==> src/afu_pkg.sv <==
`default_nettype none

package afu_pkg;

	//////////////////////////////////////////////////
	// Widths and sizes
	//////////////////////////////////////////////////

	// Command address and compute-unit id
	localparam int ADDR_W = 64;
	localparam int CU_ID_W = 8;

	// Link tag field and the local tag table
	localparam int TAG_W = 8;
	localparam int NUM_TAGS = 8;
	localparam int TAG_IDX_W = $clog2(NUM_TAGS);

	// Link credits held after reset
	localparam int MAX_CREDITS = 4;
	localparam int CREDIT_W = 4;

	// Per-class command queue
	localparam int CMD_FIFO_DEPTH = 16;

	// Sticky error status with one bit per error class
	localparam int ERR_W = 4;
	localparam int ERR_AERROR = 0;
	localparam int ERR_DERROR = 1;
	localparam int ERR_FAILED = 2;
	localparam int ERR_OTHER = 3;

	//////////////////////////////////////////////////
	// Encodings
	//////////////////////////////////////////////////

	// Command class kept per tag
	typedef enum logic {
		CLASS_READ = 1'b0,
		CLASS_WRITE = 1'b1
	} cmd_class_t;

	// Link command opcodes
	typedef enum logic [12:0] {
		OP_READ_CL_NA = 13'h0A00,
		OP_WRITE_NA = 13'h0D00
	} psl_opcode_t;

	// Link response codes where unlisted codes count as other errors
	typedef enum logic [7:0] {
		RSP_DONE = 8'd0,
		RSP_AERROR = 8'd1,
		RSP_DERROR = 8'd3,
		RSP_FAILED = 8'd5,
		RSP_PAGED = 8'd10
	} rsp_code_t;

endpackage

`default_nettype wire

==> src/cmd_fifo.sv <==
`timescale 1ns/100ps
`default_nettype none

module cmd_fifo #(
	parameter int WIDTH = 72,
	parameter int DEPTH = 16
) (
	input  logic             clock,
	input  logic             rst_n,
	input  logic             push,
	input  logic [WIDTH-1:0] data_in,
	input  logic             pop,
	output logic [WIDTH-1:0] data_out,
	output logic             empty,
	output logic             full
);

	localparam int PTR_W = (DEPTH > 1) ? $clog2(DEPTH) : 1;
	localparam int CNT_W = $clog2(DEPTH + 1);

	// Storage array
	logic [WIDTH-1:0] mem [DEPTH];

	logic [PTR_W-1:0] wr_ptr;
	logic [PTR_W-1:0] rd_ptr;
	logic [CNT_W-1:0] count;

	// Qualified requests where a push while full is dropped
	logic do_push;
	logic do_pop;

	assign empty = (count == '0);
	assign full = (count == CNT_W'(DEPTH));
	assign do_push = push && !full;
	assign do_pop = pop && !empty;

	// Head shown without a register stage
	assign data_out = mem[rd_ptr];

	always_ff @(posedge clock) begin
		if (do_push) begin
			mem[wr_ptr] <= data_in;
		end
	end

	//////////////////////////////////////////////////
	// Pointers and occupancy
	//////////////////////////////////////////////////

	always_ff @(posedge clock or negedge rst_n) begin
		if (!rst_n) begin
			wr_ptr <= '0;
			rd_ptr <= '0;
			count <= '0;
		end else begin
			// Wrap at DEPTH even when not a power of two
			if (do_push) begin
				wr_ptr <= (wr_ptr == PTR_W'(DEPTH - 1)) ? '0 : wr_ptr + 1'b1;
			end
			if (do_pop) begin
				rd_ptr <= (rd_ptr == PTR_W'(DEPTH - 1)) ? '0 : rd_ptr + 1'b1;
			end
			// Simultaneous push and pop keeps the count
			if (do_push && !do_pop) begin
				count <= count + 1'b1;
			end else if (do_pop && !do_push) begin
				count <= count - 1'b1;
			end
		end
	end

endmodule

`default_nettype wire

==> src/command_arbiter.sv <==
`timescale 1ns/100ps
`default_nettype none

module command_arbiter (
	input  logic                       clock,
	input  logic                       rst_n,
	input  logic                       read_cmd_valid,
	input  logic [afu_pkg::ADDR_W-1:0]  read_cmd_address,
	input  logic [afu_pkg::CU_ID_W-1:0] read_cmd_cu_id,
	input  logic                       write_cmd_valid,
	input  logic [afu_pkg::ADDR_W-1:0]  write_cmd_address,
	input  logic [afu_pkg::CU_ID_W-1:0] write_cmd_cu_id,
	input  logic                       issue_grant,
	output logic                       arb_valid,
	output afu_pkg::cmd_class_t        arb_class,
	output logic [afu_pkg::ADDR_W-1:0]  arb_address,
	output logic [afu_pkg::CU_ID_W-1:0] arb_cu_id,
	output logic                       read_fifo_full,
	output logic                       write_fifo_full
);

	import afu_pkg::*;

	// One FIFO line holds address above cu_id
	localparam int LINE_W = ADDR_W + CU_ID_W;

	logic [LINE_W-1:0] read_line;
	logic [LINE_W-1:0] write_line;
	logic read_empty;
	logic write_empty;
	logic read_pop;
	logic write_pop;
	logic [LINE_W-1:0] sel_line;

	//////////////////////////////////////////////////
	// Per-class command queues
	//////////////////////////////////////////////////

	cmd_fifo #(
		.WIDTH(LINE_W),
		.DEPTH(CMD_FIFO_DEPTH)
	) read_fifo_i (
		.clock   (clock),
		.rst_n   (rst_n),
		.push    (read_cmd_valid),
		.data_in ({read_cmd_address, read_cmd_cu_id}),
		.pop     (read_pop),
		.data_out(read_line),
		.empty   (read_empty),
		.full    (read_fifo_full)
	);

	cmd_fifo #(
		.WIDTH(LINE_W),
		.DEPTH(CMD_FIFO_DEPTH)
	) write_fifo_i (
		.clock   (clock),
		.rst_n   (rst_n),
		.push    (write_cmd_valid),
		.data_in ({write_cmd_address, write_cmd_cu_id}),
		.pop     (write_pop),
		.data_out(write_line),
		.empty   (write_empty),
		.full    (write_fifo_full)
	);

	//////////////////////////////////////////////////
	// Fixed priority with writes first
	//////////////////////////////////////////////////

	assign arb_valid = !write_empty || !read_empty;
	assign arb_class = write_empty ? CLASS_READ : CLASS_WRITE;
	assign sel_line = write_empty ? read_line : write_line;

	// Unpack the winning line
	assign arb_address = sel_line[LINE_W-1:CU_ID_W];
	assign arb_cu_id = sel_line[CU_ID_W-1:0];

	// Grant pops only the queue that won
	assign write_pop = issue_grant && !write_empty;
	assign read_pop = issue_grant && write_empty;

endmodule

`default_nettype wire

==> src/response_control.sv <==
`timescale 1ns/100ps
`default_nettype none

module response_control (
	input  logic                        clock,
	input  logic                        rst_n,
	input  logic                        response_valid,
	input  logic [afu_pkg::TAG_W-1:0]    response_tag,
	input  afu_pkg::rsp_code_t           response_code,
	input  logic [afu_pkg::CREDIT_W-1:0] response_credits,
	output logic                        rsp_valid,
	output logic [afu_pkg::TAG_W-1:0]    rsp_tag,
	output logic                        rsp_error,
	output logic [afu_pkg::CREDIT_W-1:0] rsp_credits,
	output logic [afu_pkg::ERR_W-1:0]    error_status
);

	import afu_pkg::*;

	// Latched response code
	rsp_code_t rsp_code;

	// One-hot error class of the latched code
	logic [ERR_W-1:0] err_bits;

	//////////////////////////////////////////////////
	// Link response latch
	//////////////////////////////////////////////////

	always_ff @(posedge clock or negedge rst_n) begin
		if (!rst_n) begin
			rsp_valid <= 1'b0;
		end else begin
			rsp_valid <= response_valid;
		end
	end

	// Payload taken every cycle and qualified by rsp_valid
	always_ff @(posedge clock) begin
		rsp_tag <= response_tag;
		rsp_code <= response_code;
		rsp_credits <= response_credits;
	end

	//////////////////////////////////////////////////
	// Code decode
	//////////////////////////////////////////////////

	always_comb begin
		err_bits = '0;
		case (rsp_code)
			RSP_DONE: err_bits = '0;
			RSP_AERROR: err_bits[ERR_AERROR] = 1'b1;
			RSP_DERROR: err_bits[ERR_DERROR] = 1'b1;
			RSP_FAILED: err_bits[ERR_FAILED] = 1'b1;
			// Paged and unknown codes
			default: err_bits[ERR_OTHER] = 1'b1;
		endcase
	end

	// Anything but done is an error
	assign rsp_error = (rsp_code != RSP_DONE);

	// Sticky status cleared only by reset
	always_ff @(posedge clock or negedge rst_n) begin
		if (!rst_n) begin
			error_status <= '0;
		end else if (rsp_valid) begin
			error_status <= error_status | err_bits;
		end
	end

endmodule

`default_nettype wire

==> src/tag_control.sv <==
`timescale 1ns/100ps
`default_nettype none

module tag_control (
	input  logic                        clock,
	input  logic                        rst_n,
	input  logic                        enabled,
	input  logic                        arb_valid,
	input  afu_pkg::cmd_class_t          arb_class,
	input  logic [afu_pkg::ADDR_W-1:0]   arb_address,
	input  logic [afu_pkg::CU_ID_W-1:0]  arb_cu_id,
	input  logic                        rsp_valid,
	input  logic [afu_pkg::TAG_W-1:0]    rsp_tag,
	input  logic                        rsp_error,
	input  logic [afu_pkg::CREDIT_W-1:0] rsp_credits,
	output logic                        issue_grant,
	output logic                        command_valid,
	output afu_pkg::psl_opcode_t         command_opcode,
	output logic [afu_pkg::ADDR_W-1:0]   command_address,
	output logic [afu_pkg::TAG_W-1:0]    command_tag,
	output logic                        read_response_valid,
	output logic                        write_response_valid,
	output logic [afu_pkg::CU_ID_W-1:0]  response_cu_id,
	output logic                        response_error
);

	import afu_pkg::*;

	logic [CREDIT_W-1:0] credits;
	logic [CREDIT_W:0] credit_sum;
	logic [CREDIT_W-1:0] credit_return;

	// Tag table with a busy bit, class and cu_id per entry
	logic [NUM_TAGS-1:0] busy;
	cmd_class_t tag_class [NUM_TAGS];
	logic [CU_ID_W-1:0] tag_cu_id [NUM_TAGS];

	logic tag_free;
	logic [TAG_IDX_W-1:0] free_idx;
	logic [TAG_IDX_W-1:0] rsp_idx;
	logic rsp_hit;

	//////////////////////////////////////////////////
	// Tag allocation and grant
	//////////////////////////////////////////////////

	// Scan from the top so the lowest free entry wins
	always_comb begin
		free_idx = '0;
		tag_free = 1'b0;
		for (int i = NUM_TAGS - 1; i >= 0; i--) begin
			if (!busy[i]) begin
				free_idx = TAG_IDX_W'(i);
				tag_free = 1'b1;
			end
		end
	end

	assign issue_grant = arb_valid && enabled && (credits != '0) && tag_free;

	// Responses to idle or out-of-range tags are dropped
	assign rsp_idx = rsp_tag[TAG_IDX_W-1:0];
	assign rsp_hit = rsp_valid && (rsp_tag < TAG_W'(NUM_TAGS)) && busy[rsp_idx];

	//////////////////////////////////////////////////
	// Credit counter
	//////////////////////////////////////////////////

	assign credit_return = rsp_hit ? rsp_credits : '0;
	// No underflow since a grant needs a credit
	assign credit_sum = {1'b0, credits} + {1'b0, credit_return}
		- {{CREDIT_W{1'b0}}, issue_grant};

	always_ff @(posedge clock or negedge rst_n) begin
		if (!rst_n) begin
			credits <= CREDIT_W'(MAX_CREDITS);
			busy <= '0;
			command_valid <= 1'b0;
			read_response_valid <= 1'b0;
			write_response_valid <= 1'b0;
		end else begin
			// Saturate at the link allowance
			if (credit_sum > (CREDIT_W + 1)'(MAX_CREDITS)) begin
				credits <= CREDIT_W'(MAX_CREDITS);
			end else begin
				credits <= credit_sum[CREDIT_W-1:0];
			end
			// Release and claim never hit the same entry
			if (rsp_hit) begin
				busy[rsp_idx] <= 1'b0;
			end
			if (issue_grant) begin
				busy[free_idx] <= 1'b1;
			end
			command_valid <= issue_grant;
			// Route by the class stored at issue
			read_response_valid <= rsp_hit && (tag_class[rsp_idx] == CLASS_READ);
			write_response_valid <= rsp_hit && (tag_class[rsp_idx] == CLASS_WRITE);
		end
	end

	//////////////////////////////////////////////////
	// Command and response payload
	//////////////////////////////////////////////////

	always_ff @(posedge clock) begin
		if (issue_grant) begin
			tag_class[free_idx] <= arb_class;
			tag_cu_id[free_idx] <= arb_cu_id;
			command_opcode <= (arb_class == CLASS_WRITE) ? OP_WRITE_NA : OP_READ_CL_NA;
			command_address <= arb_address;
			command_tag <= TAG_W'(free_idx);
		end
		if (rsp_hit) begin
			response_cu_id <= tag_cu_id[rsp_idx];
			response_error <= rsp_error;
		end
	end

endmodule

`default_nettype wire

==> src/afu_control.sv <==
`timescale 1ns/100ps
`default_nettype none

module afu_control (
	input  logic                        clock,
	input  logic                        rst_n,
	input  logic                        enabled,
	// Compute-unit command intake
	input  logic                        read_cmd_valid,
	input  logic [afu_pkg::ADDR_W-1:0]   read_cmd_address,
	input  logic [afu_pkg::CU_ID_W-1:0]  read_cmd_cu_id,
	input  logic                        write_cmd_valid,
	input  logic [afu_pkg::ADDR_W-1:0]   write_cmd_address,
	input  logic [afu_pkg::CU_ID_W-1:0]  write_cmd_cu_id,
	output logic                        read_fifo_full,
	output logic                        write_fifo_full,
	// Link command side
	output logic                        command_valid,
	output afu_pkg::psl_opcode_t         command_opcode,
	output logic [afu_pkg::ADDR_W-1:0]   command_address,
	output logic [afu_pkg::TAG_W-1:0]    command_tag,
	// Link response side
	input  logic                        response_valid,
	input  logic [afu_pkg::TAG_W-1:0]    response_tag,
	input  afu_pkg::rsp_code_t           response_code,
	input  logic [afu_pkg::CREDIT_W-1:0] response_credits,
	// Responses back to the compute unit
	output logic                        read_response_valid,
	output logic                        write_response_valid,
	output logic [afu_pkg::CU_ID_W-1:0]  response_cu_id,
	output logic                        response_error,
	output logic [afu_pkg::ERR_W-1:0]    error_status
);

	import afu_pkg::*;

	// Arbiter to issue
	logic arb_valid;
	cmd_class_t arb_class;
	logic [ADDR_W-1:0] arb_address;
	logic [CU_ID_W-1:0] arb_cu_id;
	logic issue_grant;

	// Latched response to tag lookup
	logic rsp_valid;
	logic [TAG_W-1:0] rsp_tag;
	logic rsp_error;
	logic [CREDIT_W-1:0] rsp_credits;

	//////////////////////////////////////////////////
	// Command queues and selection
	//////////////////////////////////////////////////

	command_arbiter command_arbiter_i (
		.clock            (clock),
		.rst_n            (rst_n),
		.read_cmd_valid   (read_cmd_valid),
		.read_cmd_address (read_cmd_address),
		.read_cmd_cu_id   (read_cmd_cu_id),
		.write_cmd_valid  (write_cmd_valid),
		.write_cmd_address(write_cmd_address),
		.write_cmd_cu_id  (write_cmd_cu_id),
		.issue_grant      (issue_grant),
		.arb_valid        (arb_valid),
		.arb_class        (arb_class),
		.arb_address      (arb_address),
		.arb_cu_id        (arb_cu_id),
		.read_fifo_full   (read_fifo_full),
		.write_fifo_full  (write_fifo_full)
	);

	//////////////////////////////////////////////////
	// Response latch and decode
	//////////////////////////////////////////////////

	response_control response_control_i (
		.clock           (clock),
		.rst_n           (rst_n),
		.response_valid  (response_valid),
		.response_tag    (response_tag),
		.response_code   (response_code),
		.response_credits(response_credits),
		.rsp_valid       (rsp_valid),
		.rsp_tag         (rsp_tag),
		.rsp_error       (rsp_error),
		.rsp_credits     (rsp_credits),
		.error_status    (error_status)
	);

	//////////////////////////////////////////////////
	// Credits, tags, issue and routing
	//////////////////////////////////////////////////

	tag_control tag_control_i (
		.clock               (clock),
		.rst_n               (rst_n),
		.enabled             (enabled),
		.arb_valid           (arb_valid),
		.arb_class           (arb_class),
		.arb_address         (arb_address),
		.arb_cu_id           (arb_cu_id),
		.rsp_valid           (rsp_valid),
		.rsp_tag             (rsp_tag),
		.rsp_error           (rsp_error),
		.rsp_credits         (rsp_credits),
		.issue_grant         (issue_grant),
		.command_valid       (command_valid),
		.command_opcode      (command_opcode),
		.command_address     (command_address),
		.command_tag         (command_tag),
		.read_response_valid (read_response_valid),
		.write_response_valid(write_response_valid),
		.response_cu_id      (response_cu_id),
		.response_error      (response_error)
	);

endmodule

`default_nettype wire

==> config.mk <==
export PLATFORM = sky130hd
export DESIGN_NAME = afu_control
export DESIGN_NICKNAME = d
export VERILOG_FILES = /design/src/afu_pkg.sv /design/src/cmd_fifo.sv /design/src/command_arbiter.sv /design/src/response_control.sv /design/src/tag_control.sv /design/src/afu_control.sv
export SDC_FILE = /design/constraint.sdc
export NUM_CORES = 2
export LEC_CHECK = 0
export BUFFER_PORTS_ARGS = -buffer_cell sky130_fd_sc_hd__buf_2
export CORE_MARGIN = 2
export CORE_UTILIZATION = 55
export CTS_BUF_LIST = sky130_fd_sc_hd__clkbuf_4 sky130_fd_sc_hd__clkbuf_8
export DETAILED_ROUTE_END_ITERATION = 10
export PLACE_DENSITY = 0.72
export SLEW_MARGIN = 20
export SYNTH_ARGS = -nofsm -noshare
export SYNTH_HDL_FRONTEND = slang
export SYNTH_SLANG_ARGS = --single-unit
export TNS_END_PERCENT = 1
==> constraint.sdc <==
create_clock -name clock -period 20.6 [get_ports clock]
set_clock_uncertainty 0.1 [all_clocks]
set_input_delay 6.18 -clock clock [delete_from_list [all_inputs] [get_ports clock]]
set_output_delay 6.18 -clock clock [all_outputs]
set_load 0.01 [all_outputs]
**After elaboration in Yosys (flattened, before gate mapping)**

Memory sizes are Yosys's and may differ from the RTL's. A register that Yosys moved wholly into a read port is not among the register bits.
Cells that the tools add are included.
Widths: inputs -> output; s select.

- Flip-flop bits (word level): 147
- Latch bits: 0
- RAM bits: 2376
- Bits in read-only memories: 0
- Output and inout port bits: 103
- Logic and storage cells: 137
- Memories: 4

- $add $sub $neg: 10
- Multiply operators: 0
- Divide/modulo/power cells: 0
- $lt $le $gt $ge: 6
- Equal/unequal tests: 9
- Shift operators: 0
- Mux-type cells: 47
- Bitwise operators: 5
- Reduce and logical (&&, ||, !) cells: 36

Memories:

| name | words | bits a word | read ports | clocked after memory_dff | write ports | line | RTL |
|---|---|---|---|---|---|---|---|
| command_arbiter_i.read_fifo_i.mem | 16 | 72 | 1 | 0 | 1 | cmd_fifo.sv:22 | `logic [WIDTH-1:0] mem [DEPTH];` |
| command_arbiter_i.write_fifo_i.mem | 16 | 72 | 1 | 0 | 1 | cmd_fifo.sv:22 |  |
| tag_control_i.tag_cu_id | 8 | 8 | 1 | 1 | 1 | tag_control.sv:36 | `logic [CU_ID_W-1:0] tag_cu_id [NUM_TAGS];` |
| tag_control_i.tag_class | 8 | 1 | 1 | 1 | 1 | tag_control.sv:35 | `cmd_class_t tag_class [NUM_TAGS];` |

Operators with widths:

| operator | count |
|---|---|
| $mux 72 | 1 |
| $mux 3 | 8 |
| $mux 4 | 6 |
| $mux 1 | 22 |
| $mux 5 | 4 |
| $logic_and 1x1->1 | 19 |
| $add 4x1->4 const B | 4 |
| $eq 4x4->1 const B | 4 |
| $mux 8 | 2 |
| $mux 11 | 1 |
| $add 5x1->5 const B | 2 |
| $eq 5x5->1 const B | 2 |
| $logic_not 5->1 | 2 |
| $sub 5x1->5 const B | 2 |
| $and 8x8->8 | 1 |
| $eq 8x1->1 const B | 1 |
| $eq 8x2->1 const B | 1 |
| $eq 8x3->1 const B | 1 |
| $logic_not 1->1 | 8 |
| $logic_not 8->1 | 1 |
| $lt 3x4->1 const B | 2 |
| $lt 8x4->1 const B | 1 |
| $not 8->8 | 1 |
| $or 8x8->8 | 1 |
| 13 further kinds | 16 |

**Logic depth before layout (Yosys ltp)**

- Word-level depth: 14
- Mapped depth: 16

**Modules after synthesis**

From an unflattened synthesis, not the netlist that was laid out.

- Cells, all modules: 4660
- Area, all modules: 98044.0 um^2

By module, submodules not included:

| module | instances | cells an instance | area an instance (um^2) |
|---|---|---|---|
| cmd_fifo (command_arbiter_i.write_fifo_i) | 1 | 2091 | 45009.4 |
| cmd_fifo (command_arbiter_i.read_fifo_i) | 1 | 2091 | 45008.2 |
| tag_control | 1 | 354 | 6382.4 |
| command_arbiter | 1 | 84 | 1011.0 |
| response_control | 1 | 40 | 633.1 |

**Worst setup path after synthesis**

Ideal clock, no wire load.

- Path kind: input to register
- Start: input read_cmd_valid
- End: memory command_arbiter_i.read_fifo_i.mem[0][0], enable pin
- Setup time: 0.590 ns
- Arrival: 11.637 ns
- Required time: 19.910 ns
- Slack: 8.273 ns
- Cell stages on the path: 4
- Buffers on the path: 1
- Cell sequence: nor2b_1 > buf_1 > nand2_1 > nor3_1

- Longest elaborated chain between the ends: 3

Ends and longest elaborated chain:

| element | line | RTL |
|---|---|---|
| start: declaration | afu_control.sv:9 | `input logic read_cmd_valid,` |
| $logic_and 1x1->1 | cmd_fifo.sv:34 | `assign do_push = push && !full;` |
| via command_arbiter_i.read_fifo_i.do_push | cmd_fifo.sv:29 | `logic do_push;` |
| $mux 1 | cmd_fifo.sv:41 | `if (do_push) begin` |
| $mux 1 (not written as such) | cmd_fifo.sv:42 | `mem[wr_ptr] <= data_in;` |
| end: declaration | cmd_fifo.sv:22 |  |

The timed path passes the listed nets, and every way through them passes these cells.

**Worst setup path in the final report**

- Start: register command_arbiter_i.write_fifo_i.count[1]
- End: output write_fifo_full

- Longest elaborated chain between the ends: 1

Ends and longest elaborated chain:

| element | line | RTL |
|---|---|---|
| start: declaration | cmd_fifo.sv:26 | `logic [CNT_W-1:0] count;` |
| start signal: assignment | cmd_fifo.sv:65 | `count <= count + 1'b1;` |
| start signal: assignment | cmd_fifo.sv:67 | `count <= count - 1'b1;` |
| $eq 5x5->1 | cmd_fifo.sv:33 | `assign full = (count == CNT_W'(DEPTH));` |
| end: declaration | afu_control.sv:16 | `output logic write_fifo_full,` |

No other way between the ends.

==> metrics.txt <==
I/O Buffers=about 260; worst r2r src=command_arbiter_i.read_fifo_i.rd_ptr[0]$_DFFE_PN0P_; Post-CTS Setup Bufs=0; Final ANT Viol Nets=0; Final #Nets=a little over 5k; Crit Path Max Fanout=4; post-synthesis area per instance=about 22 um2; hold path startpoint=response_control_i.error_status[3]$_DFFE_PN0P_; min cycle time layout=about 8700 ps; Worst slew margin=0.285; CP top delay family=simple AND/OR/NAND/NOR gates; Post-Layout Cell Count=~7.5k; Final Hold Vio Count=0; largest net degree at the start of global routing=between 100 and 150; Skew-Pair Late Insertion Delay=approximately 1100 ps; vias in the first global route=~46k; hold buffers post-CTS=0; RSZ-0062 raised after global routing=false; min-delay worst type=register to register; crit path DAT=roughly 2400 ps; Die W=between 400 and 500 um; Ys Warns=0; CP Cell Sequence=nor4_1, and2_1, buf_2; CTS H-tree lvls=5; DRC viols=0; via/cell ratio=~6.2; Remaining Overflow, GRT=0; post-synthesis async set-or-reset flop share=0.0183; clock transition at the registers of the reported paths=roughly 60 ps; Clock Tree Buf Depth=4; commonest non-fill, non-tap cell in the layout=edfxtp_1; drt pass-1 iters=7; Worst setup startpoint=command_arbiter_i.write_fifo_i.count[1]$_DFFE_PN0P_; hold endpoint=response_control_i.error_status[3]$_DFFE_PN0P_; Clock Sinks=2520; Leakage=33.8 nW; first-pass GRT wire length=311000 um; DR WL/cell=28.5 um; pwr dens=~130 nW/um2; pre-CTS WS=approximately 11000 ps; Synth Register Bits=~2.5k; Crit path largest cell delay=about 560 ps; period utilisation layout=0.421; Max-Cap Viols=0; Post-CTS Resized=0; type of element capturing the critical path=primary output; Syn Std Cell Area=95700 um2; Die Area=roughly 180000 um2; reg2reg path depth=8; RR Endpoint=tag_control_i.command_address[13]$_DFFE_PP_; maximum vdd drop=~0.080 mV; Post-synth EDFFs=approximately 2.5k; Synth cell types=about 60; Max Slew Vio Count=0; commonest non-fill, non-tap cells in the layout=edfxtp_1, mux4_2, clkbuf_8, buf_2, mux2i_1; share of post-route cells with drive strength above 1=0.293; GPL Wtd Cong=0.888; Synth Flop Type=edfxtp_1; total core area=roughly 170000 um2; Die H=around 420 um; WS Path Type=register to primary output; Initial Util=0.552; Crit-path slowest cell=nor4_1; crit path launch type=register; GRT Resource Usage Total=0.240; Achievable Freq=115 MHz; Placed Cells=between 6k and 7k; setup_tns=0 ps; CTS tree=yes; status=completed; Root Driver=clkbuf_8; final worst slack=approximately 12000 ps; buffer and inverter count on the worst path=1; Hold Crit Depth=1; Mapped Cells=4351; post-synthesis sequential area ratio=0.786; Num CTS Buffers=398; Layout area overhead=11.8%; Rows=between 150 and 200; Worst-Margin Slew=~1100 ps; HPWL Detailed=130000 um; Final setup viols=0; initial antenna violation count=50; total vias in the final route=roughly 46k; CP required=between 10000 and 15000 ps; reg-to-reg slack, setup=15380 ps; initial DRC count=5876; Boundary Pins=273; Post-Route WL=214000 um
-- cell type report --
type	count	area [um2]
multi-input combinational	1551	19300
fill	11800	66400
inverter	32	121
clock inverter	153	737
clock buffer	539	6610
sequential	2520	75300
antenna	16	40.0
tap	2325	2910
timing repair buffer	348	1980
-- state kept, by name, summed over array words and instances, names as in the netlist, 5 cells and up --
| signal | flops |
|---|---|
| command_arbiter_i.read_fifo_i.count | 5 |
| response_control_i.rsp_tag | 8 |
| command_arbiter_i.write_fifo_i.count | 5 |
| command_arbiter_i.read_fifo_i.mem | 1152 |
| response_control_i.rsp_code | 8 |
| tag_control_i.busy | 8 |
| command_arbiter_i.write_fifo_i.mem | 1152 |
| tag_control_i.response_cu_id | 8 |
| tag_control_i.command_address | 64 |
| tag_control_i.tag_cu_id | 64 |
| tag_control_i.tag_class | 8 |
-- logic make-up after synthesis --
logic type	synth area share
flip-flops	0.786
adder cells (fa/ha/maj)	0.00403
buffers and inverters	0.0151
multiplexers	0.146
other	0.0000785
AO/OA/AOI/OAI	0.0368
AND/OR/NAND/NOR	0.0105
XOR/XNOR	0.00156
-- cells in the mapped netlist (3+ instances only) --
| cell | number | area share |
|---|---|---|
| edfxtp_1 | 2454 | 0.77 |
| mux4_2 | 513 | 0.12 |
| mux2i_1 | 223 | 0.023 |
| a221oi_1 | 146 | 0.013 |
| clkbuf_1 | 120 | 0.0047 |
| o21ai_0 | 119 | 0.0062 |
| nor2_1 | 115 | 0.0045 |
| a21oi_1 | 84 | 0.0044 |
| a22o_1 | 75 | 0.0069 |
| buf_2 | 74 | 0.0039 |
| nand2_1 | 46 | 0.0018 |
| dfrtp_1 | 45 | 0.012 |
| o21ai_1 | 40 | 0.0021 |
| buf_4 | 36 | 0.0028 |
| inv_1 | 30 | 0.0012 |
| ha_1 | 26 | 0.0034 |
| dfxtp_1 | 20 | 0.0042 |
| nor3_1 | 17 | 0.00089 |
| buf_1 | 16 | 0.00063 |
| buf_6 | 15 | 0.0018 |
| xnor2_1 | 13 | 0.0012 |
| mux2_2 | 12 | 0.0014 |
| a21o_1 | 11 | 0.00086 |
| nand2b_1 | 11 | 0.00072 |
| nand3_1 | 8 | 0.00042 |
| nor2b_1 | 8 | 0.00052 |
| and2_1 | 7 | 0.00046 |
| nor4_1 | 6 | 0.00039 |
| a31oi_1 | 4 | 0.00026 |
| and3_1 | 4 | 0.00026 |
| o22ai_1 | 4 | 0.00026 |
| xor2_1 | 4 | 0.00037 |
| a22oi_1 | 3 | 0.00024 |
| fa_1 | 3 | 0.00063 |
| o21bai_1 | 3 | 0.00024 |
| o31ai_1 | 3 | 0.00024 |
| o41ai_1 | 3 | 0.00027 |
| or3_1 | 3 | 0.00020 |
-- worst register-to-register path: cells and delay by family (launching register included) --
family / cells / cell delay [ps]
multiplexers: 2 / 940
flip-flops: 1 / 520
AO/OA/AOI/OAI: 3 / 930
buffers and inverters: 3 / 2390
-- routing by layer --
| layer | part of all wire | vias up | global-route usage |
|---|---|---|---|
| met5 | 0.00070 | - | 0 |
| met4 | 0.035 | 22 | 0.0914 |
| met3 | 0.090 | 398 | 0.0508 |
| met2 | 0.47 | 2212 | 0.359 |
| met1 | 0.40 | 24200 | 0.353 |
| li1 | - | 19400 | - |
-- through the flow --
stage | instance area [um2] | total power, mW | hold slack, ps | utilization
after CTS | 107000 | 13.6 | 365 | 0.617
after detailed placement | 99600 | 9.64 | 353 | 0.574
final | 107000 | 13.5 | 362 | 0.617
after floorplan | 95700 | 8.54 | 346 | -
after global routing | 107000 | 14.0 | 367 | 0.617
after global placement | 99600 | 9.59 | 353 | 0.574
-- report_power, final --
part           internal (mW)  switching [mW]  leakage [nW]
sequential              6.27           0.177          22.9
combinational           1.17            1.89          6.97
clock                   2.11            1.84          3.89
-- worst max path at each step --
| stage | end | slack, ps | cells after the start |
|---|---|---|---|
| 6_report | write_fifo_full | 11920 | 3 |
| 5_1_grt | write_fifo_full | 11730 | 3 |
| 4_1_cts | write_fifo_full | 11800 | 3 |
| 3_5_place_dp | command_arbiter_i.read_fifo_i.mem[11][38]$_DFFE_PP_ | 11280 | 5 |
| 3_3_place_gp | command_arbiter_i.read_fifo_i.mem[11][36]$_DFFE_PP_ | 11280 | 5 |
| 2_1_floorplan | command_arbiter_i.read_fifo_i.mem[0][0]$_DFFE_PP_ | 8270 | 4 |
Power figures use the tool's default switching activity.
